===== src/rtl/stopwatch_pkg.sv =====
`default_nettype none

package stopwatch_pkg;

	////////////////////
	// Plain types
	////////////////////

	// One BCD digit
	typedef logic [3:0] digit_t;
	// Digit index with 0 as seconds ones
	typedef logic [1:0] sel_t;
	// Wide enough for 100M cycles per tick
	typedef logic [26:0] tick_cnt_t;
	// Wide enough for 1M cycles of button stability
	typedef logic [19:0] db_cnt_t;

	// Highest value of each digit
	localparam digit_t DIGIT_MAX_SEC_ONES = 4'd9;
	localparam digit_t DIGIT_MAX_SEC_TENS = 4'd5;
	localparam digit_t DIGIT_MAX_MIN_ONES = 4'd9;
	localparam digit_t DIGIT_MAX_MIN_TENS = 4'd5;

	// One second at 100 MHz
	localparam int TICK_DIV_DEFAULT = 100_000_000;
	// About 10 ms of stable level
	localparam int DEBOUNCE_DEFAULT = 1_000_000;

	////////////////////
	// Bundles
	////////////////////

	// MM:SS with minutes tens in the top nibble
	typedef struct packed {
		digit_t min_tens;
		digit_t min_ones;
		digit_t sec_tens;
		digit_t sec_ones;
	} time_digits_t;

	// Conditioned user input
	typedef struct packed {
		logic   adj;
		logic   paused;
		sel_t   sel;
		digit_t num;
		logic   inc_pulse;
		logic   load_pulse;
	} controls_t;

endpackage

`default_nettype wire


===== src/rtl/tick_gen.sv =====
`default_nettype none

module tick_gen #(
	parameter int TICK_DIV = stopwatch_pkg::TICK_DIV_DEFAULT
) (
	input  wire logic i_clk,
	input  wire logic i_rst,
	output logic      o_tick
);

	import stopwatch_pkg::*;

	// Cycles left until the next tick
	tick_cnt_t tick_cnt;

	////////////////////
	// Down counter
	////////////////////

	always_ff @(posedge i_clk) begin
		if (i_rst) begin
			// Full period before the first tick
			tick_cnt <= tick_cnt_t'(TICK_DIV - 1);
			o_tick   <= 1'b0;
		end else if (tick_cnt == '0) begin
			// Reload and fire for one cycle
			tick_cnt <= tick_cnt_t'(TICK_DIV - 1);
			o_tick   <= 1'b1;
		end else begin
			tick_cnt <= tick_cnt - 1'b1;
			o_tick   <= 1'b0;
		end
	end

endmodule

`default_nettype wire


===== config.mk =====
export PLATFORM = sky130hd
export DESIGN_NAME = tick_gen
export DESIGN_NICKNAME = d
export VERILOG_FILES = /design/src/rtl/stopwatch_pkg.sv /design/src/rtl/tick_gen.sv
export SDC_FILE = /design/constraint.sdc
export NUM_CORES = 1
export LEC_CHECK = 0
export ABC_AREA = 1
export ABC_CLOCK_PERIOD_IN_PS = 3430
export BUFFER_PORTS_ARGS = -buffer_cell sky130_fd_sc_hd__buf_2
export CORE_UTILIZATION = 45
export CTS_BUF_LIST = sky130_fd_sc_hd__clkbuf_8
export DETAILED_ROUTE_END_ITERATION = 16
export GPL_ROUTABILITY_DRIVEN = 0
export HOLD_SLACK_MARGIN = 0.1
export PLACE_DENSITY = 0.63
export SYNTH_ARGS = -nofsm -noshare
export SYNTH_HDL_FRONTEND = slang
export SYNTH_SLANG_ARGS = --single-unit

===== constraint.sdc =====
create_clock -name i_clk -period 3.43 [get_ports i_clk]
set_clock_uncertainty 0.05 [all_clocks]
set_input_delay 0.343 -clock i_clk [delete_from_list [all_inputs] [get_ports i_clk]]
set_output_delay 0.343 -clock i_clk [all_outputs]
set_load 0.01 [all_outputs]

==> flow_summary.json <==
{
  "grt_antenna_before_repair": 0,
  "max_stage_delay_ns": 0.43,
  "hold_violations": 0,
  "power.leakage_nw": 0.715,
  "numCtsBuffers": 3,
  "worst_ep_arrival_time_ns": 1.78,
  "layout_common_cells": "nand2_1, nor2_1, inv_1",
  "synth_seq_area_share_pct": 35.5,
  "hp-class": "in -> reg",
  "syn_inst": 233,
  "path_cells": "inv_1, ha_1, nand3_1, inv_1, nand2_2, nor2_4, nor2_4, o21ai_0",
  "slew_viol_final": 0,
  "fin_setup_tns_ns": 0,
  "hold_buffers": 0,
  "grt_overflow_total": 0,
  "dieArea_um2": 3750,
  "dp_hpwl_um": 2530,
  "drive_gt1_share_pct": 16.8,
  "synth_area_leaders": "dfxtp_1, nand2_1, nor2_1",
  "power_per_cell_area_nw_per_um2": 329,
  "routed_wl_um": 3290,
  "rows": 21,
  "status": "complete, no violations",
  "drt-met1-wl_um": 1740,
  "cp.required_ns": 3.51,
  "synth_xor_xnor_area_share_pct": 1.11,
  "antenna_left": 0,
  "synthMuxAreaShare_pct": 0,
  "crit_path_start": "tick_cnt[0]",
  "first_pass_iters": 4,
  "pwr-share-clk_pct": 37.3,
  "grt_pass1_wl_um": 5570,
  "slew_headroom_pct": 62.5,
  "io_buffers": 2,
  "track_usage_pct": 20.4,
  "critPathMaxFanout": 19,
  "core_um2": 3340,
  "clock_latency_ns": 0.27,
  "dieHeight_um": 61.2,
  "grt_setup_unrepaired": "false",
  "synth_simple_gate_area_share_pct": 48.5,
  "cts_setup_buffers": 0,
  "num_antenna_cells": 0,
  "synth-adder-area-share_pct": 1.59,
  "synth_area_leader_cell": "dfxtp_1",
  "fillCellCount": 354,
  "fin_crit_ns": 1.70,
  "p_switching_mw": 0.119,
  "critPathLaunchType": "register",
  "top_layer": "met4",
  "drt-initial-drc-count": 77,
  "synth_compound_area_share_pct": 5.00,
  "clk_root_buffer_cell": "clkbuf_8",
  "first_global_vias": 1240,
  "syn-cell-area_um2": 1580,
  "final_common_cell": "nand2_1",
  "via_per_inst": 4.81,
  "num_vias": 1366,
  "syn_nets": 237,
  "switching_share_pct": 21.4,
  "min_from": "i_rst",
  "htreeDepth": 1,
  "wl_met2_um": 1430,
  "ios": 3,
  "avgSynthCellArea_um2": 6.77,
  "min_period_over_period_pct": 49.6,
  "endpoint_kind": "register",
  "ir_drop_uv": 237,
  "yosys_warnings": 0,
  "comb_power_share_pct": 3.2,
  "met3_length_um": 68,
  "clkSinkCount": 28,
  "synth.top_cell.area_share_pct": 35.5,
  "p_int_mw": 0.436,
  "cts_tree": "yes",
  "cts_resized": 0,
  "worst-setup-path-type": "reg -> reg",
  "total_power_mw": 0.555,
  "grt_max_degree": 20,
  "pre_cts_ws_ns": 1.74,
  "synthDistinctLibCells": 20,
  "cap_violations": 0,
  "worst_slew_pin_slew_ns": 0.561,
  "cts.clk_slew.worst_paths_ns": 0.10,
  "fmax_mhz": 588,
  "nNetsFinal": 243,
  "wl_per_cell_um": 11.6,
  "fp.dieW_um": 61.2,
  "cp_slowest_cell": "nor2_4",
  "layout_setup_ws_ns": 1.73,
  "synth_top_family_by_area": "simple AND/OR/NAND/NOR gates",
  "synthToLayoutAreaGrowth_pct": 6.82,
  "clockBufferDepth": 2,
  "initial_utilization_pct": 47.3,
  "reg2reg_from": "tick_cnt[0]",
  "drc": 0,
  "p_seq_share_pct": 59.5,
  "finalSetupViolCount": 0,
  "ys_ff_latch": 28
}
path summary, 6_finish.rpt:
kind / to / slack, ns / cells after the start
worst min register to register: tick_cnt[0] / 0.36 / 1
worst min-delay path: o_tick / 0.23 / 2
worst max-delay path: tick_cnt[15] / 1.73 / 8
worst max register to register: tick_cnt[15] / 1.73 / 8
layer usage:
metal  track usage, %  up-vias
li1                 -      743
met1             28.7      602
met2             32.0       14
met3             2.94        7
met4             6.82        0
met5                0        -
flip-flops by register name, indices dropped and copies added (netlist names):
name / cells
o_tick: 1
tick_cnt: 27
cells in the mapped netlist:
| library cell | instances |
|---|---|
| nor2_4 | 6 |
| buf_8 | 1 |
| or2_0 | 1 |
| inv_2 | 1 |
| nand2_2 | 10 |
| xnor2_1 | 2 |
| nor2_1 | 45 |
| nand4_1 | 4 |
| inv_1 | 30 |
| o21ai_0 | 8 |
| a21oi_1 | 6 |
| a21oi_2 | 1 |
| dfxtp_1 | 28 |
| nand3b_1 | 2 |
| nor3_1 | 2 |
| nand3_2 | 7 |
| nand2_1 | 46 |
| nand3_1 | 22 |
| nor2_2 | 9 |
| ha_1 | 2 |
power by group through the flow:
stage | clock network, mW | registers (mW) | logic (mW)
after floorplan | 0 | 0.338 | 0.0154
after global placement | 0 | 0.338 | 0.0183
after detailed placement | 0 | 0.338 | 0.0182
after CTS | 0.216 | 0.330 | 0.0183
after global routing | 0.226 | 0.331 | 0.0205
final | 0.207 | 0.330 | 0.0178
critical path: cells and delay by family, from the launching register on:
family / cells / cell delay, ns
AOI/OAI and AO/OA: 1 / 0.17
adders and majority gates: 1 / 0.20
buffers and inverters: 2 / 0.13
DFF: 1 / 0.35
and+or+nand+nor: 4 / 0.65
final cells by class:
| type | instances | area (um2) | area share, % |
|---|---|---|---|
| Multi-Input combinational cell | 173 | 886 | 52.6 |
| Sequential cell | 28 | 561 | 33.3 |
| Inverter | 31 | 116 | 6.90 |
| Tap cell | 46 | 57.6 | 3.41 |
| Clock buffer | 4 | 55.1 | 3.27 |
| Timing Repair Buffer | 2 | 10.0 | 0.594 |
metrics by stage:
stage	instance area, um2	util (%)	hold WS [ns]	std cells
3_5_place_dp	1630	48.9	0.336	280
3_3_place_gp	1630	48.9	0.332	280
5_1_grt	1690	50.5	0.235	284
2_1_floorplan	1580	-	0.324	233
4_1_cts	1690	50.5	0.222	284
6_report	1690	50.5	0.226	284
cell families (layout without fill, tap and decap cells):
group                      after synthesis  count (layout)
AOI/OAI and AO/OA                       15              15
xor gates and xnor gates                 2               2
adders and majority gates                2               2
buffers and inverters                   32              37
DFF                                     28              28
and+or+nand+nor                        154             154
(Power assumes the default switching activity.)
