==> config.mk <==
export PLATFORM = sky130hd
export DESIGN_NAME = seg7_scan
export DESIGN_NICKNAME = d
export VERILOG_FILES = /design/src/rtl/display_pkg.sv /design/src/rtl/stopwatch_pkg.sv /design/src/rtl/seg7_scan.sv
export SDC_FILE = /design/constraint.sdc
export NUM_CORES = 1
export LEC_CHECK = 0
export BUFFER_PORTS_ARGS = -buffer_cell sky130_fd_sc_hd__buf_2
export CAP_MARGIN = 5
export CORE_MARGIN = 2
export CORE_UTILIZATION = 55
export CTS_BUF_LIST = sky130_fd_sc_hd__clkbuf_4 sky130_fd_sc_hd__clkbuf_8
export DETAILED_ROUTE_END_ITERATION = 8
export PLACE_DENSITY = 0.8
export SKIP_LAST_GASP = 1
export SYNTH_ARGS = -nofsm -noshare
export SYNTH_HDL_FRONTEND = slang
export SYNTH_SLANG_ARGS = --single-unit
==> constraint.sdc <==
create_clock -name i_clk -period 3.55 [get_ports i_clk]
set_input_delay 0.71 -clock i_clk [delete_from_list [all_inputs] [get_ports i_clk]]
set_output_delay 0.71 -clock i_clk [all_outputs]
set_load 0.01 [all_outputs]
==> src/rtl/display_pkg.sv <==
`default_nettype none

package display_pkg;

	// Segments gfedcba, low lights the segment
	typedef logic [6:0] seg_t;
	// One anode per digit, low enables it
	typedef logic [3:0] anode_t;
	// Scan divider count
	typedef logic [15:0] scan_cnt_t;

	// Cycles per digit, 2 kHz per digit at 100 MHz
	localparam int SCAN_DIV = 50_000;

	// Nothing lit
	localparam seg_t   SEG_BLANK = 7'b111_1111;
	localparam anode_t ANODE_OFF = 4'b1111;

	////////////////////
	// Digit patterns
	////////////////////

	// Index is the BCD value
	localparam seg_t SEG_TABLE [0:9] = '{
		7'b100_0000,
		7'b111_1001,
		7'b010_0100,
		7'b011_0000,
		7'b001_1001,
		7'b001_0010,
		7'b000_0010,
		7'b111_1000,
		7'b000_0000,
		7'b001_0000
	};

endpackage

`default_nettype wire

==> src/rtl/stopwatch_pkg.sv <==
`default_nettype none

package stopwatch_pkg;

	////////////////////
	// Plain types
	////////////////////

	// One BCD digit
	typedef logic [3:0] digit_t;
	// Digit index with 0 as seconds ones
	typedef logic [1:0] sel_t;
	// Wide enough for 100M cycles per tick
	typedef logic [26:0] tick_cnt_t;
	// Wide enough for 1M cycles of button stability
	typedef logic [19:0] db_cnt_t;

	// Highest value of each digit
	localparam digit_t DIGIT_MAX_SEC_ONES = 4'd9;
	localparam digit_t DIGIT_MAX_SEC_TENS = 4'd5;
	localparam digit_t DIGIT_MAX_MIN_ONES = 4'd9;
	localparam digit_t DIGIT_MAX_MIN_TENS = 4'd5;

	// One second at 100 MHz
	localparam int TICK_DIV_DEFAULT = 100_000_000;
	// About 10 ms of stable level
	localparam int DEBOUNCE_DEFAULT = 1_000_000;

	////////////////////
	// Bundles
	////////////////////

	// MM:SS with minutes tens in the top nibble
	typedef struct packed {
		digit_t min_tens;
		digit_t min_ones;
		digit_t sec_tens;
		digit_t sec_ones;
	} time_digits_t;

	// Conditioned user input
	typedef struct packed {
		logic   adj;
		logic   paused;
		sel_t   sel;
		digit_t num;
		logic   inc_pulse;
		logic   load_pulse;
	} controls_t;

endpackage

`default_nettype wire

==> src/rtl/seg7_scan.sv <==
`default_nettype none

module seg7_scan (
	input  wire logic                        i_clk,
	input  wire logic                        i_rst,
	input  wire stopwatch_pkg::time_digits_t i_val,
	output display_pkg::seg_t                o_seg,
	output display_pkg::anode_t              o_an
);

	import stopwatch_pkg::*;
	import display_pkg::*;

	// Cycles spent on the current digit
	scan_cnt_t scan_cnt;
	// Digit being shown
	sel_t      scan_idx;
	// Value of that digit
	digit_t    cur_digit;

	////////////////////
	// Scan timing
	////////////////////

	always_ff @(posedge i_clk) begin
		if (i_rst) begin
			scan_cnt <= '0;
			scan_idx <= '0;
		end else if (scan_cnt == scan_cnt_t'(SCAN_DIV - 1)) begin
			// Next digit in the order 0, 1, 2, 3
			scan_cnt <= '0;
			scan_idx <= scan_idx + 1'b1;
		end else begin
			scan_cnt <= scan_cnt + 1'b1;
		end
	end

	// Digit select
	always_comb begin
		case (scan_idx)
			2'd0:    cur_digit = i_val.sec_ones;
			2'd1:    cur_digit = i_val.sec_tens;
			2'd2:    cur_digit = i_val.min_ones;
			default: cur_digit = i_val.min_tens;
		endcase
	end

	////////////////////
	// Output registers
	////////////////////

	always_ff @(posedge i_clk) begin
		if (i_rst) begin
			// Display dark while in reset
			o_seg <= SEG_BLANK;
			o_an  <= ANODE_OFF;
		end else begin
			// Non BCD codes stay dark
			o_seg <= (cur_digit <= 4'd9) ? SEG_TABLE[cur_digit] : SEG_BLANK;
			// One anode low
			o_an  <= ~(anode_t'(1) << scan_idx);
		end
	end

endmodule

`default_nettype wire

==> impl_results.md <==
* #FFs+latches synth at 29
* M3 GR Usage at 6.831%
* Synth async-reset ratio at 0%
* GRT Overall Usage at 21.74%
* Post_cts resized at 0
* Clk root buf: clkbuf_4
* Sequential fraction of the synthesis area at 41.43%
* TritonCTS clock tree: done
* Routed len/inst at 13.02 microns
* Yosys top cell by area: dfxtp_1
* Met1 Usage GRT at 22.84%
* Vias per inst at 5.387
* Setup crit end kind: flip-flop
* Setup Viol. Count Final at 0
* Tmin final at ~2.5 ns
* Peak Freq at 396.9 MHz
* DR iter-0 viols at 26
* Syn Nets at around 180
* Final hold slack at approximately 0.46 ns
* Leak pwr at 0.6499 nW
* CTS Hold Bufs at 0
* Type of the most critical hold path: reg -> reg
* RSZ-0062 raised after global routing: no
* Tcrit/Tclk final at 70.98%
* Power Density at 414.1 mW/mm^2
* Final WL at 2825 microns
* Die width at between 50 and 60 microns
* Initial antenna violation count at 0
* Skew-Pair Late Insertion Delay at 0.32 ns
* Slew @ Worst Pin at 0.7809 ns
* Number of flops mapped to enable cells by yosys at 0
* Critical path class: reg -> reg
* CTS clk-pin slew, worst paths at 0.10 ns
* Total iterations of the first detailed-routing run at 4
* Most frequent cell after synthesis: dfxtp_1
* Max_cap viols at 0
* Fin nets at between 200 and 250
* # H-tree levels at 2
* Final core utilization at 66.82%
* DRC at 0
* Clk buf depth at 2
* Synthesis-to-finish area growth at 17.05%
* Dpl hpwl at 2086 microns
* Fin area at 0.001640 sq mm
* Avg Inst Size Synth at 9.041 sq um
* Synth Instances at 155
* TritonCTS sink count at 29
* Post-synth top cells: dfxtp_1, nor2_1, xnor2_1
* Worst Path Required at 3.77 ns
* Final slew viol count at 0
* First-pass GRT wire length at 4471 microns
* Post-synth cell types at 36
* Run status: complete, no violations
* Synth top area cells: dfxtp_1, ha_1, xnor2_1
* Setup crit start kind: flip-flop
* Share of post-route cells with drive strength above 1 at between 20% and 30%
* Placer congestion estimate at roughly 0.83
* Post-CTS Setup Inserts at 0
* Die height at 54.48 microns
* Ant diodes at 0
* Final hold vios at 0
* CTS buffer count at 5
* Synth warn at 0
* Synth top area share at about 41%
* Synthesized cell area at 0.001401 sq mm
* Setup_tns at 0 ns
* Final ANT Viol Nets at 0
* Largest net degree at the start of global routing at 16
* Die Area at 0.002968 sq mm
* DR vias at 1169
* Final setup skew at 0.01141 ns
* Row count at 18
* Vias in the first global route at 1108
* Worst Path Arrival at 2.74 ns
* GR peak layer: met2
* IO buf count at 28
* Global route total overflow at 0
* Core Area at 0.002455 sq mm
* Worst-path maximum fanout at 6
* Relative slew slack at 47.74%
* Area post-placement at 0.001551 sq mm
* Initial core utilization at roughly 57%
* Ys flop type: dfxtp_1
* Met2 Use GR at 37.75%
* I/O pin cnt at 29
* VDD IR max at ~0.38 mV
-- path summary, 6_finish.rpt --
kind / slack (ns) / start / cells after the start / end
worst max-delay path: 1.03 / scan_idx[0] / 9 / o_seg[3]
worst min-delay path: 0.46 / scan_cnt[0] / 1 / scan_cnt[0]
worst max register to register: 1.03 / scan_idx[0] / 9 / o_seg[3]
worst min register to register: 0.46 / scan_cnt[0] / 1 / scan_cnt[0]
-- through the flow --
stage	setup WS, ns	std cells	power [mW]
floorplan	1.268	155	0.3811
global placement	1.063	209	0.3997
detailed placement	0.9976	209	0.4023
CTS	1.035	217	0.6852
global route	0.8156	217	0.7062
finish	1.030	217	0.6793
-- layer usage --
layer	share of wire, %	wire length, microns
met5	0	0
met1	44	1241
met3	4.5	126
met2	50	1416
met4	1.5	41
-- state kept, by name, summed over array words and instances (netlist names) --
name      flops
o_an          4
o_seg         7
scan_cnt     16
scan_idx      2
-- layout by cell type (no fill, tap or decap), types with 2 or more instances in the layout --
| master | count |
|---|---|
| a21oi_1 | 5 |
| a22oi_1 | 3 |
| a2bb2oi_1 | 3 |
| a32oi_1 | 2 |
| buf_2 | 28 |
| clkbuf_4 | 6 |
| dfxtp_1 | 29 |
| ha_1 | 10 |
| inv_1 | 11 |
| mux2i_1 | 2 |
| nand2_1 | 10 |
| nand2b_1 | 2 |
| nand3_1 | 6 |
| nand4_1 | 3 |
| nor2_1 | 23 |
| nor2b_1 | 2 |
| nor3_1 | 3 |
| nor4_1 | 4 |
| o21ai_0 | 4 |
| or4b_1 | 2 |
| xnor2_1 | 14 |
-- final cells by class --
| cell class | count | area, sq um |
|---|---|---|
| flip-flops and latches | 29 | 580.6 |
| fillers | 211 | 814.5 |
| well taps | 30 | 37.54 |
| inverters | 11 | 41.29 |
| clock inverters | 1 | 30.03 |
| clock buffers | 7 | 58.81 |
| multi-input cells | 111 | 752.0 |
| repair buffers | 28 | 140.1 |
-- report_power, final --
group / internal, mW / total [mW] / switching, mW
Clock: 0.176 / 0.285 / 0.109
Combinational: 0.0263 / 0.0565 / 0.0303
Sequential: 0.334 / 0.338 / 0.00393
Total: 0.536 / 0.679 / 0.143
-- cell families after synthesis --
family / share of synthesized area, %
adder cells (fa/ha/maj): 8.929
AND/OR/NAND/NOR: 21.43
flip-flops: 41.43
multiplexers: 2.232
XOR/XNOR: 9.375
buffers and inverters: 4.910
AO/OA/AOI/OAI: 11.70
-- critical path, cell delays in order, from the launching register on --
cell and delay [ns]:
dfxtp_1 0.40, inv_1 0.10, ha_1 0.27, a222oi_1 0.35, nand2_1 0.09, o21ai_0 0.20, inv_1 0.13, ha_1 0.27
mux2_2 0.28, a221o_1 0.33
(Power assumes the default switching activity.)
