<file path="config.mk">
export PLATFORM = sky130hd
export DESIGN_NAME = input_conditioner
export DESIGN_NICKNAME = d
export VERILOG_FILES = /design/src/rtl/stopwatch_pkg.sv /design/src/rtl/input_conditioner.sv
export SDC_FILE = /design/constraint.sdc
export NUM_CORES = 1
export LEC_CHECK = 0
export ABC_AREA = 0
export BUFFER_PORTS_ARGS = -buffer_cell sky130_fd_sc_hd__buf_4
export CORE_ASPECT_RATIO = 0.5
export CORE_MARGIN = 2
export CORE_UTILIZATION = 55
export CTS_CLUSTER_SIZE = 40
export DETAILED_ROUTE_END_ITERATION = 12
export GPL_TIMING_DRIVEN = 0
export PLACE_DENSITY = 0.74
export SETUP_SLACK_MARGIN = 0.1
export SYNTH_ARGS = -nofsm -noshare
export SYNTH_HDL_FRONTEND = slang
export SYNTH_SLANG_ARGS = --single-unit
</file>
<file path="constraint.sdc">
create_clock -name i_clk -period 3.3 [get_ports i_clk]
set_input_delay 0.495 -clock i_clk [delete_from_list [all_inputs] [get_ports i_clk]]
set_output_delay 0.495 -clock i_clk [all_outputs]
set_load 0.02 [all_outputs]
</file>
<file path="src/rtl/stopwatch_pkg.sv">
`default_nettype none

package stopwatch_pkg;

	////////////////////
	// Plain types
	////////////////////

	// One BCD digit
	typedef logic [3:0] digit_t;
	// Digit index with 0 as seconds ones
	typedef logic [1:0] sel_t;
	// Wide enough for 100M cycles per tick
	typedef logic [26:0] tick_cnt_t;
	// Wide enough for 1M cycles of button stability
	typedef logic [19:0] db_cnt_t;

	// Highest value of each digit
	localparam digit_t DIGIT_MAX_SEC_ONES = 4'd9;
	localparam digit_t DIGIT_MAX_SEC_TENS = 4'd5;
	localparam digit_t DIGIT_MAX_MIN_ONES = 4'd9;
	localparam digit_t DIGIT_MAX_MIN_TENS = 4'd5;

	// One second at 100 MHz
	localparam int TICK_DIV_DEFAULT = 100_000_000;
	// About 10 ms of stable level
	localparam int DEBOUNCE_DEFAULT = 1_000_000;

	////////////////////
	// Bundles
	////////////////////

	// MM:SS with minutes tens in the top nibble
	typedef struct packed {
		digit_t min_tens;
		digit_t min_ones;
		digit_t sec_tens;
		digit_t sec_ones;
	} time_digits_t;

	// Conditioned user input
	typedef struct packed {
		logic   adj;
		logic   paused;
		sel_t   sel;
		digit_t num;
		logic   inc_pulse;
		logic   load_pulse;
	} controls_t;

endpackage

`default_nettype wire

</file>
<file path="src/rtl/input_conditioner.sv">
`default_nettype none

module input_conditioner #(
	parameter int DEBOUNCE = stopwatch_pkg::DEBOUNCE_DEFAULT
) (
	input  wire logic                  i_clk,
	input  wire logic                  i_rst,
	input  wire logic                  i_adj,
	input  wire logic                  i_paused,
	input  wire stopwatch_pkg::sel_t   i_sel,
	input  wire stopwatch_pkg::digit_t i_num,
	input  wire logic                  i_btn_inc,
	input  wire logic                  i_btn_load,
	output stopwatch_pkg::controls_t   o_ctrl
);

	import stopwatch_pkg::*;

	// Switch bits {adj, paused, sel, num}
	logic [7:0] sw_s1;
	logic [7:0] sw_s2;

	// Button bits with bit 0 inc and bit 1 load
	logic [1:0] btn_s1;
	logic [1:0] btn_s2;
	logic [1:0] btn_deb;
	logic [1:0] btn_pulse;
	db_cnt_t    btn_cnt [2];

	////////////////////
	// Switches
	////////////////////

	// Two flops only, levels need no debounce
	always_ff @(posedge i_clk) begin
		if (i_rst) begin
			sw_s1 <= '0;
			sw_s2 <= '0;
		end else begin
			sw_s1 <= {i_adj, i_paused, i_sel, i_num};
			sw_s2 <= sw_s1;
		end
	end

	////////////////////
	// Buttons
	////////////////////

	always_ff @(posedge i_clk) begin
		if (i_rst) begin
			btn_s1    <= '0;
			btn_s2    <= '0;
			btn_deb   <= '0;
			btn_pulse <= '0;
			for (int b = 0; b < 2; b++) begin
				btn_cnt[b] <= '0;
			end
		end else begin
			btn_s1 <= {i_btn_load, i_btn_inc};
			btn_s2 <= btn_s1;
			for (int b = 0; b < 2; b++) begin
				btn_pulse[b] <= 1'b0;
				if (btn_s2[b] == btn_deb[b]) begin
					// Level agrees so restart the stability count
					btn_cnt[b] <= '0;
				end else if (btn_cnt[b] == db_cnt_t'(DEBOUNCE - 1)) begin
					// Held long enough to accept the new level
					btn_cnt[b]   <= '0;
					btn_deb[b]   <= btn_s2[b];
					// Pulse on press only
					btn_pulse[b] <= btn_s2[b];
				end else begin
					btn_cnt[b] <= btn_cnt[b] + 1'b1;
				end
			end
		end
	end

	// Pack the conditioned inputs
	always_comb begin
		o_ctrl.adj        = sw_s2[7];
		o_ctrl.paused     = sw_s2[6];
		o_ctrl.sel        = sw_s2[5:4];
		o_ctrl.num        = sw_s2[3:0];
		o_ctrl.inc_pulse  = btn_pulse[0];
		o_ctrl.load_pulse = btn_pulse[1];
	end

endmodule

`default_nettype wire

</file>
==> results of run 1 <==
==> final cells by class <==
cell class / count / area share, %
sequential: 64 / 48.4
multi-input combinational: 224 / 37.7
clock buffer: 13 / 4.61
timing repair buffer: 20 / 4.32
tap: 70 / 2.52
buffer: 6 / 1.08
inverter: 8 / 0.865
clock inverter: 3 / 0.468
==> state kept, by name, indices dropped and copies added, names as in the netlist <==
signal	count
btn_cnt	40
btn_s1	2
btn_s2	2
sw_s2	8
btn_pulse	2
btn_deb	2
sw_s1	8
==> per-stage QoR <==
| stage | power [uW] | utilization (%) | instances | setup WS (ns) | area (sq um) |
|---|---|---|---|---|---|
| 6_report | 1590 | 69.2 | 408 | 0.655 | 3470 |
| 5_1_grt | 1650 | 69.2 | 408 | 0.482 | 3470 |
| 4_1_cts | 1600 | 69.2 | 408 | 0.653 | 3470 |
| 3_5_place_dp | 1000 | 65.6 | 392 | 0.664 | 3300 |
| 3_3_place_gp | 999 | 65.6 | 392 | 0.774 | 3300 |
| 2_1_floorplan | 973 | - | 302 | 1.15 | 3060 |
==> cell families (layout without fill, tap and decap cells) <==
group / Yosys count / after routing / share of synthesized area, %
simple gates: 128 / 128 / 24.9
flops: 64 / 64 / 57.7
xor+xnor: 28 / 28 / 8.42
compound gates: 25 / 25 / 5.28
buf+inv: 14 / 50 / 2.32
fa+ha+maj: 2 / 2 / 0.859
other cells: 1 / 40 / 0.129
mux: 1 / 1 / 0.344
==> path summary, 6_finish.rpt <==
path | from | to | slack [ns] | depth (start not counted)
worst max-delay path | btn_cnt[1][13]$_SDFFCE_PN0P_ | btn_cnt[1][7]$_SDFFCE_PN0P_ | 0.66 | 5
worst min-delay path | i_rst | sw_s2[7]$_SDFF_PP0_ | 0.36 | 2
worst max register to register | btn_cnt[1][13]$_SDFFCE_PN0P_ | btn_cnt[1][7]$_SDFFCE_PN0P_ | 0.66 | 5
worst min register to register | sw_s1[7]$_SDFF_PP0_ | sw_s2[7]$_SDFF_PP0_ | 0.43 | 1
==> power by group <==
group	switching, uW	total (uW)	internal, uW
combinational	40.9	78.0	37.1
clock	285	602	317
sequential	27.4	909	882
==> synthesized netlist by cell type, drive strengths merged, types with 7 or more instances <==
cell    number  share of area, %
a21oi       11               1.9
xor2        15               4.5
nand2        7              0.90
nand3       15               2.6
inv          8               1.0
o21ai        8               1.8
nor2        31               4.0
edfxtp      40                41
nor4         7               1.5
xnor2       13               3.9
nor2b       22               4.7
nand4       12               2.6
dfxtp       24                16
==> metal layers <==
layer | share of wire, % | global-route usage (%) | vias to the layer above
li1 | - | - | 1061
met1 | 43 | 21.1 | 994
met2 | 52 | 33.6 | 33
met3 | 3.7 | 7.56 | 9
met4 | 1.2 | 6.49 | 0
met5 | 0 | 0 | -
==> impl_metrics.tcl, run 1 <==
set metrics [dict create \
    ir_worst_vdd_v 0.000354 \
    fin_setup_tns_ns 0 \
    cts_tree "done" \
    drc 0 \
    synth.distinct_cells 36 \
    cts.htree.levels 3 \
    netlist_area_sq_um 2910 \
    synth_cells 263 \
    ios 22 \
    syn_avg_cell_area_sq_um 11.1 \
    area_growth_pct 19.2 \
    post_cts_buffers 0 \
    drive_gt1_share_pct 11.2 \
    antenna_found_initial 0 \
    cts_root_buf "clkbuf_8" \
    synth_ff_type "edfxtp_1" \
    start_kind "flop" \
    ys_ff_latch 64 \
    post_cts_resized 0 \
    nets 347 \
    grt_remaining_overflow 0 \
    cp.arrival_ns 2.72 \
    n_fill_cell 404 \
    rows 18 \
    async_reset_ff_share_pct 0 \
    ant_nets 0 \
    place.gp.congestion 0.799 \
    multiInputGateArea_sq_um 1310 \
    port_buffers 20 \
    cp-end-kind "flop" \
    min_period_ns 2.64 \
    slowest_delay_ns 0.60 \
    fin_crit_sh_pct 80.1 \
    fp.dieH_microns 55.5 \
    grt_pass1_vias 2122 \
    hold_slack_ns 0.359 \
    first_iter_violations 51 \
    tightest_slew_ns 0.710 \
    die-area_sq_um 5930 \
    yosys_warnings 0 \
    power.leakage_uw 0.00127 \
    num_antenna_cells 0 \
    drt_pass1_iterations 4 \
    skew_ns 0.00760 \
    grt_pass1_wl_microns 8860 \
    cp_num_buf_inv 1 \
    slew_violations 0 \
    place_hpwl_microns 3730 \
    required_ns 3.38 \
    die_x_microns 107 \
    ctsHoldBuffers 0 \
    clk_latency_ns 0.33 \
    rsz0062_at_grt "false" \
    clock-sinks 64 \
    grt_max_degree 12 \
    drv_cap 0 \
    layout_common_cells "edfxtp_1 (40), conb_1 (40), nor2_1 (31)" \
    clk_pin_slew_ns 0.07 \
    critPathKind "reg -> reg" \
    crit_family "simple AND/OR/NAND/NOR gates" \
    seq_area_sq_um 1680 \
    finalWirelength_microns 5090 \
    worst_path_max_delay_cell "o21ai_1" \
    critical_path.max_fanout 10 \
    cts_buffers 9 \
    initial_core_util_pct 58.0 \
    viasPerCell 5.14 \
    yosysSeqAreaShare_pct 57.7 \
    finalHoldViolations 0 \
    synth_edf_count 40 \
    fmax_mhz 378 \
    path_cells "nor4b_1 -> nand4b_1 -> o21ai_1 -> clkbuf_1 -> nor2_1" \
    via_count 2097 \
    max-clock-path-buffers 2 \
    p_per_area_nw_per_um2 458 \
    hold_path.class "in -> reg" \
    grtUsageTotal_pct 19.0 \
    wl_per_cell_microns 12.5 \
    outcome "complete, no violations" \
    relSlewSlack_pct 52.2 \
    coreArea_sq_um 5020 \
    finalSetupViolations 0 \
]
No activity file was read; power rests on OpenSTA's default activity.
==> run 2, diff against run 1 <==
Settings changed: CORE_UTILIZATION 55 to 53.
Clock period 3.3 ns to 2.2 ns, I/O delays scaled along.
==> impl_metrics.tcl, run 2 (synthesis results as in run 1) <==
set metrics [dict create \
    viasPerCell 5.15 \
    via_count 2195 \
    finalWirelength_microns 5650 \
    drt_pass1_iterations 4 \
    slew_violations 0 \
    antenna_found_initial 0 \
    cp-end-kind "flop" \
    reg.largest.list "btn_cnt x40, sw_s1 x8, sw_s2 x8" \
    required_ns 2.29 \
    multiInputGateArea_sq_um 1390 \
    first_iter_violations 94 \
    finalHoldViolations 0 \
    grt_remaining_overflow 0 \
    hold_slack_ns 0.193 \
    initial_core_util_pct 54.0 \
    fp.dieH_microns 56.4 \
    place_hpwl_microns 3600 \
    n_fill_cell 415 \
    ir_worst_vdd_v 0.000518 \
    fin_crit_sh_pct 98.7 \
    drc 0 \
    outcome "complete, no violations" \
    largest_reg_flops 40 \
    p_per_area_nw_per_um2 672 \
    clk_latency_ns 0.34 \
    die-area_sq_um 6140 \
    drive_gt1_share_pct 21.2 \
    ctsHoldBuffers 0 \
    cts.htree.levels 3 \
    place.gp.congestion 0.784 \
    largest-register "btn_cnt" \
    max-clock-path-buffers 2 \
    grt_pass1_wl_microns 9560 \
    rows 19 \
    fmax_mhz 461 \
    relSlewSlack_pct 61.8 \
    grtUsageTotal_pct 20.6 \
    num_antenna_cells 0 \
    hold_path.class "in -> reg" \
    cts_buffers 9 \
    clock-sinks 64 \
    tightest_slew_ns 0.567 \
    critical_path.max_fanout 5 \
    area_growth_pct 27.1 \
    coreArea_sq_um 5400 \
    start_kind "flop" \
    rsz0062_at_grt "true" \
    ios 22 \
    nets 362 \
    cp.arrival_ns 2.26 \
    fin_setup_tns_ns 0 \
    critPathKind "reg -> reg" \
    clk_pin_slew_ns 0.07 \
    seq_area_sq_um 1680 \
    cts_tree "done" \
    finalSetupViolations 0 \
    port_buffers 20 \
    cts_root_buf "clkbuf_8" \
    drv_cap 0 \
    ant_nets 0 \
    layout_common_cells "edfxtp_1 (40), conb_1 (40), buf_4 (32)" \
    grt_pass1_vias 2137 \
    grt_max_degree 12 \
    power.leakage_uw 0.00137 \
    min_period_ns 2.17 \
    die_x_microns 109 \
    skew_ns 0.00918 \
    wl_per_cell_microns 13.3 \
]
run 2: metrics by stage:
stage	instances	instance area [sq um]	worst slack [ns]	util [%]	total power (uW)
floorplan	302	3060	0.0642	-	1460
detailed placement	395	3300	-0.322	61.2	1500
global route	426	3700	-0.00681	68.6	2580
CTS	419	3620	0.0420	67.0	2500
global placement	395	3300	-0.306	61.2	1500
finish	426	3700	0.0296	68.6	2490
run 2: layout make-up:
| cell class | count | area share, % |
|---|---|---|
| inverters | 8 | 0.811 |
| multi-input cells | 224 | 37.4 |
| well taps | 73 | 2.47 |
| repair buffers | 35 | 7.40 |
| clock inverters | 4 | 0.608 |
| plain buffers | 6 | 1.11 |
| clock buffers | 12 | 4.76 |
| flip-flops and latches | 64 | 45.4 |
run 2: path summary, 6_finish.rpt:
check / cells after the start / slack (ns) / to / from
max: 5 / 0.03 / btn_cnt[0][2]$_SDFFCE_PN0P_ / btn_cnt[0][7]$_SDFFCE_PN0P_
min: 2 / 0.19 / sw_s2[0]$_SDFF_PP0_ / i_rst
max reg2reg: 5 / 0.03 / btn_cnt[0][2]$_SDFFCE_PN0P_ / btn_cnt[0][7]$_SDFFCE_PN0P_
min reg2reg: 1 / 0.44 / sw_s2[7]$_SDFF_PP0_ / sw_s1[7]$_SDFF_PP0_
run 2: repair_timing:
action                                  4_1_cts  5_1_grt
setup buffers                                 7        7
endpoints found under the setup margin       37       33
pin swaps                                    10        6
gates resized for setup                      17       11
cloned                                        1        0
run 2: critical path: stages (launching register included):
cell,delay (ns)
edfxtp_1,0.40
or4b_1,0.53
or4_4,0.54
o21ai_4,0.23
buf_6,0.18
nor2_2,0.05
run 2: where the power goes:
group,switching (uW),internal [uW],total [uW]
sequential,42.5,1320,1360
combinational,71.0,66.7,138
clock,451,536,987
total,564,1930,2490
run 2: routing by layer:
metal | global-route usage (%) | wire, microns
met5 | 0 | 0
met4 | 4.76 | 63
met3 | 8.71 | 226
met2 | 36.3 | 2990
met1 | 23.3 | 2370
==> run 3, diff against run 2 <==
Settings changed: CORE_UTILIZATION 53 to 55.
Clock period 2.2 ns to 2.35 ns, I/O delays scaled along.
==> impl_metrics.tcl, run 3 (synthesis results as in run 1) <==
set metrics [dict create \
    fp.dieH_microns 55.5 \
    drv_cap 0 \
    critical_path.max_fanout 10 \
    cts_buffers 9 \
    power_frac_comb_pct 5.3 \
    coreArea_sq_um 5020 \
    area_growth_pct 22.3 \
    fmax_mhz 459 \
    cts.htree.levels 3 \
    finalWirelength_microns 5280 \
    viasPerCell 5.20 \
    skew_ns 0.00823 \
    grt_pass1_vias 2139 \
    drc 0 \
    rr_endpoint "btn_cnt[0][14]$_SDFFCE_PN0P_" \
    stdcell_count 416 \
    p_int_uw 1740 \
    wl_per_cell_microns 12.7 \
    rr_worst_depth 5 \
    dp_cells 392 \
    hold_start "i_rst" \
    hold_path.class "in -> reg" \
    relSlewSlack_pct 52.7 \
    grt_max_degree 12 \
    finalSetupViolations 0 \
    ff2ff_setup_slack_ns 0.17 \
    seq_power_share_pct 56.9 \
    place_hpwl_microns 3730 \
    final_util_pct 70.9 \
    die_x_microns 107 \
    p_clk_share_pct 37.8 \
    min_period_ns 2.18 \
    grt_remaining_overflow 0 \
    nets 355 \
    reg.largest.list "btn_cnt x40, sw_s1 x8, sw_s2 x8" \
    largest-register "btn_cnt" \
    slew_violations 0 \
    clk_latency_ns 0.34 \
    clock-sinks 64 \
    worstReg2RegStart "btn_cnt[0][7]$_SDFFCE_PN0P_" \
    holdPathEnd "sw_s2[7]$_SDFF_PP0_" \
    layout_common_cells "edfxtp_1 (40), conb_1 (40), nor2_1 (31)" \
    largest_reg_flops 40 \
    hold_slack_ns 0.215 \
    cp-end-kind "flop" \
    grt_pass1_wl_microns 8960 \
    max-clock-path-buffers 2 \
    initial_core_util_pct 58.0 \
    hold_depth 2 \
    port_buffers 20 \
    first_iter_violations 56 \
    tightest_slew_ns 0.703 \
    finalHoldViolations 0 \
    cp.arrival_ns 2.26 \
    via_count 2163 \
    rsz0062_at_grt "false" \
    drive_gt1_share_pct 14.5 \
    dp_slack_ns -0.286 \
    fin_crit_sh_pct 92.6 \
    die-area_sq_um 5930 \
    ctsHoldBuffers 0 \
    cts_root_buf "clkbuf_8" \
    p_switching_uw 503 \
    grtUsageTotal_pct 19.3 \
    critPathKind "reg -> reg" \
    cts_tree "done" \
    p_sw_share_pct 22.4 \
    num_antenna_cells 0 \
    antenna_found_initial 0 \
    outcome "complete, no violations" \
    start_kind "flop" \
    p_per_area_nw_per_um2 630 \
    clk_pin_slew_ns 0.07 \
    ios 22 \
    rows 18 \
    drt_pass1_iterations 6 \
    power.leakage_uw 0.00132 \
    setup_slack_ns 0.173 \
    fin_setup_tns_ns 0 \
    ir_worst_vdd_v 0.000499 \
    ant_nets 0 \
    place.gp.congestion 0.799 \
    required_ns 2.44 \
]
## run 3: stage by stage
stage / cell area, sq um / total power [uW]
2_1_floorplan: 3060 / 1370
3_3_place_gp: 3300 / 1400
3_5_place_dp: 3300 / 1410
4_1_cts: 3510 / 2250
5_1_grt: 3560 / 2320
6_report: 3560 / 2250
## run 3: power groups by stage
| stage | Clock, uW | Sequential [uW] | Combinational [uW] |
|---|---|---|---|
| finish | 849 | 1280 | 119 |
| global route | 907 | 1280 | 135 |
| global placement | 0 | 1300 | 105 |
| floorplan | 0 | 1300 | 68.9 |
| detailed placement | 0 | 1300 | 108 |
| CTS | 862 | 1280 | 111 |
## run 3: critical path, cell delays in order, from the launching register on
cell,delay (ns)
edfxtp_1,0.41
or4b_1,0.53
or4_4,0.56
o21ai_4,0.21
buf_6,0.17
nor2_1,0.05
## run 3: repair_timing
item	CTS	global route
pin swaps	1	2
gates resized for setup	3	3
gates cloned	0	0
hold endpoints to repair	0	0
setup endpoints to repair	20	28
buffers inserted	3	5
## run 3: layout make-up
| cell class | count | area (sq um) |
|---|---|---|
| fill | 398 | 1460 |
| buffer | 6 | 38.8 |
| clock inverter | 3 | 16.3 |
| inverter | 8 | 30.0 |
| tap | 70 | 87.6 |
| multi-input combinational | 224 | 1330 |
| clock buffer | 13 | 160 |
| timing repair buffer | 28 | 214 |
| sequential | 64 | 1680 |
## run 3: how the worst max path moves through the flow
stage	from	endpoint	slack, ns	depth (start not counted)
after global placement	btn_cnt[1][12]$_SDFFCE_PN0P_	btn_cnt[1][7]$_SDFFCE_PN0P_	-0.18	5
after floorplan	btn_cnt[0][15]$_SDFFCE_PN0P_	btn_cnt[0][2]$_SDFFCE_PN0P_	0.20	5
after global routing	btn_cnt[1][13]$_SDFFCE_PN0P_	btn_cnt[1][11]$_SDFFCE_PN0P_	0.10	5
final	btn_cnt[0][7]$_SDFFCE_PN0P_	btn_cnt[0][14]$_SDFFCE_PN0P_	0.17	5
after CTS	btn_cnt[1][12]$_SDFFCE_PN0P_	btn_cnt[1][7]$_SDFFCE_PN0P_	0.10	5
after detailed placement	btn_cnt[1][12]$_SDFFCE_PN0P_	btn_cnt[1][7]$_SDFFCE_PN0P_	-0.29	5
## run 3: metal layers
metal / vias to the layer above / share of wire (%) / track usage (%)
met5: - / 0 / 0
met4: 0 / 1.5 / 6.12
met1: 1037 / 42 / 21.2
met3: 11 / 3.7 / 7.56
met2: 36 / 53 / 34.4
li1: 1079 / - / -
